--- src/rtl/ooo_pkg.sv ---
package ooo_pkg;

    localparam int XLEN      = 32;
    localparam int ARCH_REGS = 32;
    localparam int PHYS_REGS = 64;
    localparam int AREG_W    = 5;
    localparam int PREG_W    = 6;
    localparam int ROB_IDX_W = 4;

    typedef logic [XLEN-1:0]      data_t;
    typedef logic [AREG_W-1:0]    areg_t;
    typedef logic [PREG_W-1:0]    preg_t;
    typedef logic [15:0]          imm_t;
    typedef logic [ROB_IDX_W-1:0] rob_idx_t;

    typedef enum logic [2:0] {
        OP_ADD = 3'd0,
        OP_SUB = 3'd1,
        OP_AND = 3'd2,
        OP_OR  = 3'd3,
        OP_XOR = 3'd4,
        OP_SLT = 3'd5,
        OP_SLL = 3'd6,
        OP_LI  = 3'd7
    } alu_op_e;

    // micro-op as it arrives from the front end
    typedef struct packed {
        alu_op_e op;
        areg_t   rd;
        areg_t   rs1;
        areg_t   rs2;
        imm_t    imm;
    } uop_t;

    typedef struct packed {
        alu_op_e  op;
        preg_t    prd;
        preg_t    ps1;
        preg_t    ps2;
        imm_t     imm;
        rob_idx_t rob_idx;
    } renamed_uop_t;

    typedef struct packed {
        logic     valid;
        preg_t    prd;
        rob_idx_t rob_idx;
        data_t    value;
    } wb_t;

    typedef struct packed {
        areg_t rd;
        data_t value;
    } retire_t;

endpackage

--- src/rtl/reorder_buffer.sv ---
`timescale 1ns/10ps

module reorder_buffer
    import ooo_pkg::*;
#(
    parameter int ROB_DEPTH = 16
) (
    input  logic     clk,
    input  logic     rst_n_i,
    input  logic     disp_valid_i,
    input  areg_t    disp_rd_i,
    input  preg_t    disp_old_prd_i,
    output logic     rob_ready_o,
    output rob_idx_t rob_tail_o,
    input  wb_t      wb_i,
    output logic     retire_req_o,
    output retire_t  retire_o,
    input  logic     retire_ack_i,
    output logic     free_valid_o,
    output preg_t    free_prd_o
);

    localparam int CNT_W = ROB_IDX_W + 1;

    areg_t                rd_q      [ROB_DEPTH];
    preg_t                old_prd_q [ROB_DEPTH];
    data_t                value_q   [ROB_DEPTH];
    logic [ROB_DEPTH-1:0] done_q;
    rob_idx_t             head_q;
    rob_idx_t             tail_q;
    logic [CNT_W-1:0]     count_q;
    logic                 req_q;
    logic                 retire_fire;

    // wrap also works for depths below 2**ROB_IDX_W
    function automatic rob_idx_t next_idx(input rob_idx_t idx);
        if (idx == rob_idx_t'(ROB_DEPTH - 1)) begin
            return '0;
        end
        return idx + 1'b1;
    endfunction

    assign retire_fire  = req_q && retire_ack_i;
    assign rob_ready_o  = (count_q != CNT_W'(ROB_DEPTH));
    assign rob_tail_o   = tail_q;
    assign retire_req_o = req_q;
    assign retire_o     = '{rd: rd_q[head_q], value: value_q[head_q]};
    assign free_valid_o = retire_fire;
    assign free_prd_o   = old_prd_q[head_q];

    always_ff @(posedge clk) begin
        if (!rst_n_i) begin
            head_q  <= '0;
            tail_q  <= '0;
            count_q <= '0;
            req_q   <= 1'b0;
            done_q  <= '0;
        end else begin
            if (wb_i.valid) begin
                done_q[wb_i.rob_idx] <= 1'b1;
            end
            if (disp_valid_i) begin
                done_q[tail_q] <= 1'b0;
                tail_q         <= next_idx(tail_q);
            end
            // wait for ack low before offering the next head
            if (retire_fire) begin
                req_q  <= 1'b0;
                head_q <= next_idx(head_q);
            end else if (!req_q && !retire_ack_i && count_q != '0 && done_q[head_q]) begin
                req_q <= 1'b1;
            end
            case ({disp_valid_i, retire_fire})
                2'b10:   count_q <= count_q + 1'b1;
                2'b01:   count_q <= count_q - 1'b1;
                default: count_q <= count_q;
            endcase
        end
    end

    always_ff @(posedge clk) begin
        if (disp_valid_i) begin
            rd_q[tail_q]      <= disp_rd_i;
            old_prd_q[tail_q] <= disp_old_prd_i;
        end
        if (wb_i.valid) begin
            value_q[wb_i.rob_idx] <= wb_i.value;
        end
    end

endmodule

--- config.mk ---
export PLATFORM = sky130hd
export DESIGN_NAME = reorder_buffer
export DESIGN_NICKNAME = d
export VERILOG_FILES = /design/src/rtl/ooo_pkg.sv /design/src/rtl/reorder_buffer.sv
export SDC_FILE = /design/constraint.sdc
export NUM_CORES = 1
export LEC_CHECK = 0
export BUFFER_PORTS_ARGS = -buffer_cell sky130_fd_sc_hd__buf_2
export CORE_MARGIN = 8
export CORE_UTILIZATION = 35
export DETAILED_ROUTE_END_ITERATION = 8
export HOLD_SLACK_MARGIN = 0.08
export PLACE_DENSITY = 0.59
export SLEW_MARGIN = 30
export SYNTH_ARGS = -nofsm -noshare
export SYNTH_HDL_FRONTEND = slang
export SYNTH_SLANG_ARGS = --single-unit
--- constraint.sdc ---
create_clock -name clk -period 3.7 [get_ports clk]
set_clock_uncertainty 0.15 [all_clocks]
set_input_delay 0.185 -clock clk [delete_from_list [all_inputs] [get_ports clk]]
set_output_delay 0.185 -clock clk [all_outputs]
set_load 0.05 [all_outputs]
==> results.md, run 1 <==
- Root buffer cell: clkbuf_16
- Dpl cell area: just under 0.03 mm^2
- DP Wirelength: 33,500 um
- Largest net degree at the start of global routing: 54
- Clock buffer depth: 3
- GP Congestion: 0.737
- Die H: 296 um
- Total power divided by cell area: between 500 and 600 mW/mm^2
- Area of the multi-input gates: 0.00597 mm^2
- Most numerous cell in the Yosys netlist: edfxtp_1
- Initial Utilization: between 30% and 40%
- Synth Area in Simple Gates: 2.06%
- IO Pins: ~110
- Cell Rows: a little over 100
- TritonCTS clock tree: built
- Crit share post-route: 86.3%
- Core Area: about 0.08 mm^2
- Mux contribution to synthesized area: roughly 18%
- Layout Nets: approximately 1,400
- Crit path max-delay family: multiplexers
- Fmax: about 310 MHz
- Synth Flop Type: edfxtp_1
- Largest area contributor in the synthesized netlist: edfxtp_1
- Sink Count: 722
- Worst slew pin tran: between 1 and 1.5 ns
- Crit path max-delay cell type: dfxtp_4
- DRT iter0 DRCs: about 1,000
- Synth top cells by count: edfxtp_1, mux4_2, nor2_1, dfxtp_1, clkbuf_1
- TritonRoute pass-1 iters: 5
- Worst path most repeated cell: mux4_2
- Count of different cell masters after synthesis: 39
- Fraction of synthesis flops using an asynchronous set or reset pin: 0%
- Port bufs: 101
- CP Data Required Time: about 3.4 ns
- Crit path buf inv count: 2
- Cell area after layout: between 0.03 and 0.04 mm^2
- Antenna-violating nets left: 0
- Minimum clock period: around 3.2 ns
- Slew margin rel.: a little under a third
- Chain of cells forming the critical path: buf_12, mux4_2, mux4_2, buf_2
- Static Leak: roughly 0.01 uW
- Fin. Hold Viols: 0
- Worst setup EP type: output pin
- Synth Instances: roughly 1,200
- Register area: around 0.021 mm^2
- Worst r2r path cells: 8
- CTS-repair resized insts: 0
- Post-synthesis sequential area ratio: 77.5%
- Yosys warning total: 0
- Die area: between 0.08 and 0.09 mm^2
- Post-synthesis adder-cell area fraction: less than 1%
- EDFF count, synth: about 690
- Fillcell total: ~6,800
- DRT Wirelength: 60,800 um
- Top cell type's share of synthesized area: 75.0%
- Post-Syn Area: about 0.028 mm^2
- Slew Limit Fails: 0
- Synth Area in Compound Gates: 0.682%
- Max incr delay on CP: between 0.6 and 0.7 ns
- Critical-path maximum fanout: 53
- Global-route wire length before repair: around 89,000 um
- Post-Synth XOR/XNOR Area: less than 1%
- Crit path DAT: 2.86 ns
- RSZ-0062 raised after global routing: no
- GRT overflow: 0
- Status: completed
- Antenna violations before repair: 4
- Clk Latency, worst-skew pair: 0.61 ns
- Setup Buffers After CTS: 0
- CTS H-Tree Depth: 3
- Max cap viols: 0
- DR vias/cell: slightly above 5
- Syn_nets: around 1,200
- Number of synthesized register bits: approximately 720
- Crit path capture: retire_o[13]
- WL/cell: 24.5 um
- Width of the die: between 200 and 300 um
- Final setup fails: 0
- Setup TNS: 0 ns
- Mean Syn Cell Area: ~24 um^2
- Top post-synthesis cells by area: edfxtp_1, mux4_2, dfxtp_1
- CTS Buf Count: 76
- Worst reg2reg endpoint: count_q[4]
- Area delta synth->final: 18.0%
- Reg-to-reg slack, setup: around 1.2 ns
- Via count: 12,600
- Maximum VDD drop: ~0.00040 V
- Largest family of logic cells by synthesized area: multiplexers
- R2r startpoint: retire_req_o
- Reg clk slew, reported paths: 0.06 ns
- Worst path depth: 4
- Number of remaining DRC errors: 0
- WS Path Type: reg2out
- Worst Hold Class: in2reg
- Hold buffers post-CTS: 49
- Layout cell share with drive strength beyond 1: between 30% and 40%
- Vias in the first global route: about 13,000
- Tot GR Track Use: ~14%
- Startpoint Class: flop
[state kept, by name (all words and copies together), names as in the netlist, named ones only]
name,cells
rd_q,80
done_q,16
old_prd_q,96
retire_req_o,1
rob_tail_o,4
head_q,4
count_q,5
value_q,512
[cell type report]
| type | count | share of cell area [%] |
|---|---|---|
| Antenna cell | 3 | 0.0231 |
| Clock buffer | 97 | 6.22 |
| Clock inverter | 35 | 1.15 |
| Inverter | 6 | 0.0693 |
| Multi-Input combinational cell | 381 | 18.4 |
| Sequential cell | 722 | 65.7 |
| Tap cell | 1050 | 4.04 |
| Timing Repair Buffer | 191 | 4.40 |
[per-layer routing]
metal | vias up | wire length, um | global-route usage, % | share of wire (%)
met5 | - | 13 | 0 | 0.021
met4 | 2 | 1110 | 3.09 | 1.8
met3 | 85 | 2830 | 2.79 | 4.7
met2 | 308 | 29900 | 22.5 | 49
met1 | 6782 | 26900 | 19.1 | 44
li1 | 5399 | - | - | -
[worst register-to-register path, delay by kind of cell, from the launching register on]
| family | cells | cell delay [ns] |
|---|---|---|
| AO/OA/AOI/OAI | 2 | 0.20 |
| adder cells (fa/ha/maj) | 2 | 0.66 |
| buffers and inverters | 1 | 0.19 |
| flip-flops | 1 | 0.41 |
| AND/OR/NAND/NOR | 3 | 0.82 |
[cell families after synthesis]
kind of cell	after synthesis
buf+inv	64
simple gates	115
xor+xnor	5
compound gates	29
fa+ha+maj	9
flops	722
mux	223
[where the power goes]
part	switching, uW	leakage (uW)	internal (uW)
registers	38.6	0.00649	9100
clock network	3000	0.00116	4350
logic	333	0.00231	158
[how the worst min path moves through the flow]
stage	from	endpoint	depth (start not counted)
3_3_place_gp	retire_ack_i	retire_req_o	2
4_1_cts	wb_i[32]	value_q[8][24]	3
3_5_place_dp	retire_ack_i	retire_req_o	2
6_report	wb_i[32]	value_q[8][16]	3
5_1_grt	wb_i[32]	value_q[8][15]	3
2_1_floorplan	retire_ack_i	retire_req_o	1
[placed cells by master (no fill, tap or decap), drive strengths merged, types with 4 or more instances in the layout]
cell / count
and2: 11
clkbuf: 97
edfxtp: 688
a21oi: 12
ha: 9
mux4: 217
nand2: 11
clkinv: 26
bufinv: 7
nand3: 9
inv: 8
mux2i: 6
xor2: 4
dlygate4sd3: 49
nor3: 20
nand2b: 6
buf: 142
nor2: 40
dfxtp: 34
and3: 5
[per-stage QoR]
| stage | hold slack (ns) | instances | utilization (%) | power (uW) | setup WS [ns] |
|---|---|---|---|---|---|
| after floorplan | 0.113 | 1167 | - | 9520 | 0.132 |
| after global placement | 0.261 | 2301 | 37.7 | 9730 | 1.08 |
| after detailed placement | 0.271 | 2301 | 37.7 | 9760 | 1.09 |
| after CTS | 0.118 | 2482 | 41.4 | 17200 | 0.433 |
| after global routing | 0.144 | 2483 | 41.4 | 17500 | 0.386 |
| final | 0.151 | 2485 | 41.4 | 17000 | 0.505 |
Note: power is estimated with default switching activity, not from simulation.
==> inputs of run 2 (changes only) <==
--- a/config.mk
+++ b/config.mk
@@ -10,7 +10,7 @@
 export CORE_UTILIZATION = 35
 export DETAILED_ROUTE_END_ITERATION = 8
 export HOLD_SLACK_MARGIN = 0.08
-export PLACE_DENSITY = 0.59
+export PLACE_DENSITY = 0.57
 export SLEW_MARGIN = 30
 export SYNTH_ARGS = -nofsm -noshare
 export SYNTH_HDL_FRONTEND = slang
==> constraint.sdc (replaced) <==
create_clock -name clk -period 4.1 [get_ports clk]
set_clock_uncertainty 0.15 [all_clocks]
set_input_delay 0.205 -clock clk [delete_from_list [all_inputs] [get_ports clk]]
set_output_delay 0.205 -clock clk [all_outputs]
set_load 0.05 [all_outputs]
==> results.md, run 2 (same netlist as run 1, synthesis figures left out) <==
- Status: completed
- Max cap viols: 0
- CTS H-Tree Depth: 3
- Via count: ~13,000
- Minimum clock period: between 3 and 4 ns
- Fmax: 292 MHz
- CP Data Required Time: 3.74 ns
- RSZ-0062 raised after global routing: no
- Width of the die: 296 um
- WL/cell: around 25 um
- Critical-path maximum fanout: 52
- Root buffer cell: clkbuf_16
- Global-route wire length before repair: about 90,000 um
- DRT iter0 DRCs: just over 900
- Total power divided by cell area: 475 mW/mm^2
- Worst slew pin tran: 0.965 ns
- Core Area: 0.0785 mm^2
- Number of remaining DRC errors: 0
- CTS Buf Count: 77
- Design Power: about 15,000 uW
- Most frequent cells in the layout: edfxtp_1, mux4_2, buf_2
- Largest net degree at the start of global routing: 62
- Slew Limit Fails: 0
- Fin. Hold Viols: 0
- DR vias/cell: approximately 5.1
- Die H: approximately 300 um
- Area delta synth->final: 18.2%
- TritonCTS clock tree: built
- Sink Count: slightly above 700
- Crit path DAT: 3.07 ns
- Pre-CTS WS: 1.21 ns
- Crit share post-route: approximately 84%
- Worst setup EP type: output pin
- Commonest non-fill, non-tap cell in the layout: edfxtp_1
- Startpoint Class: flop
- Layout cell share with drive strength beyond 1: approximately 33%
- Worst Hold Class: in2reg
- DRT Wirelength: ~62,000 um
- Top reg by flops: value_q
- Setup WS post-layout: slightly below 0.7 ns
- Clk Latency, worst-skew pair: roughly 0.63 ns
- CTS-repair resized insts: 0
- Antenna-violating nets left: 0
- Port bufs: between 100 and 150
- IO Pins: ~110
- GRT overflow: 0
- DP Wirelength: between 30,000 and 40,000 um
- Clock buffer depth: 3
- Maximum VDD drop: just under 0.0004 V
- Tot GR Track Use: 14.2%
- WS Path Type: reg2out
- Reg clk slew, reported paths: 0.06 ns
- Static Leak: 0.00997 uW
- Initial Utilization: a little over a third
- Final setup fails: 0
- Vias in the first global route: 13,400
- Antenna violations before repair: 3
- Layout Nets: around 1,400
- Slew margin rel.: a little over a third
- Setup TNS: 0 ns
- Top flop regs: value_q: 512 flops, old_prd_q: 96 flops, rd_q: 80 flops
- TritonRoute pass-1 iters: 5
- Die area: 0.0879 mm^2
- GP Congestion: a little over 0.7
- Largest register FFs: 512
- Cell Rows: slightly above 100
## run 2: changes by cell type in the layout (fill, tap and decap cells not counted), sizes merged
cell	before	now
diode	3	1
bufinv	7	6
buf	142	138
clkinvlp	0	3
clkinv	26	29
inv	8	9
dlygate4sd3	49	50
## run 2: metal layers
layer	part of all wire [%]	global-route usage, %
met2	48	22.7
met3	5.6	3.28
met5	0.043	0
met1	44	19.9
met4	1.6	3.15
## run 2: final cells by class
cell class	count	area (um^2)
Timing Repair Buffer	188	1390
Antenna cell	1	2.50
Multi-Input combinational cell	381	5970
Tap cell	1050	1310
Inverter	6	22.5
Sequential cell	722	21400
Fill cell	6838	46000
Clock buffer	97	2010
Clock inverter	41	460
## run 2: path summary, 6_finish.rpt
check / startpoint / end / slack (ns) / cells past startpoint
max reg2reg: retire_req_o / count_q[4] / 1.61 / 8
min reg2reg: done_q[15] / done_q[15] / 0.32 / 2
max: flop / retire_o[17] / 0.67 / 4
min: wb_i[33] / value_q[4][9] / 0.15 / 3
## run 2: critical path, cell delays in order, from the launching register on
cell,delay (ns)
dfxtp_4,0.64
buf_12,0.42
mux4_2,0.57
mux4_2,0.50
buf_2,0.23
## run 2: timing repair
item                                   4_1_cts  5_1_grt
setup buffers                                0        0
hold buffers                                50        0
endpoints found under the hold margin      751        0
## run 2: through the flow
step / instances / instance area, um^2 / hold WS (ns) / util (%)
final: 2486 / 32500 / 0.152 / 41.4
after global routing: 2485 / 32500 / 0.133 / 41.4
after CTS: 2484 / 32500 / 0.104 / 41.4
after detailed placement: 2296 / 29500 / 0.281 / 37.6
after global placement: 2295 / 29500 / 0.282 / 37.6
after floorplan: 1167 / 27500 / 0.133 / -
## run 2: power breakdown
| part | leakage (uW) | internal (uW) | switching, uW | total [uW] |
|---|---|---|---|---|
| sequential | 0.00649 | 8210 | 34.5 | 8240 |
| combinational | 0.00230 | 143 | 301 | 445 |
| clock | 0.00118 | 3900 | 2860 | 6760 |
| total | 0.00997 | 12300 | 3200 | 15400 |
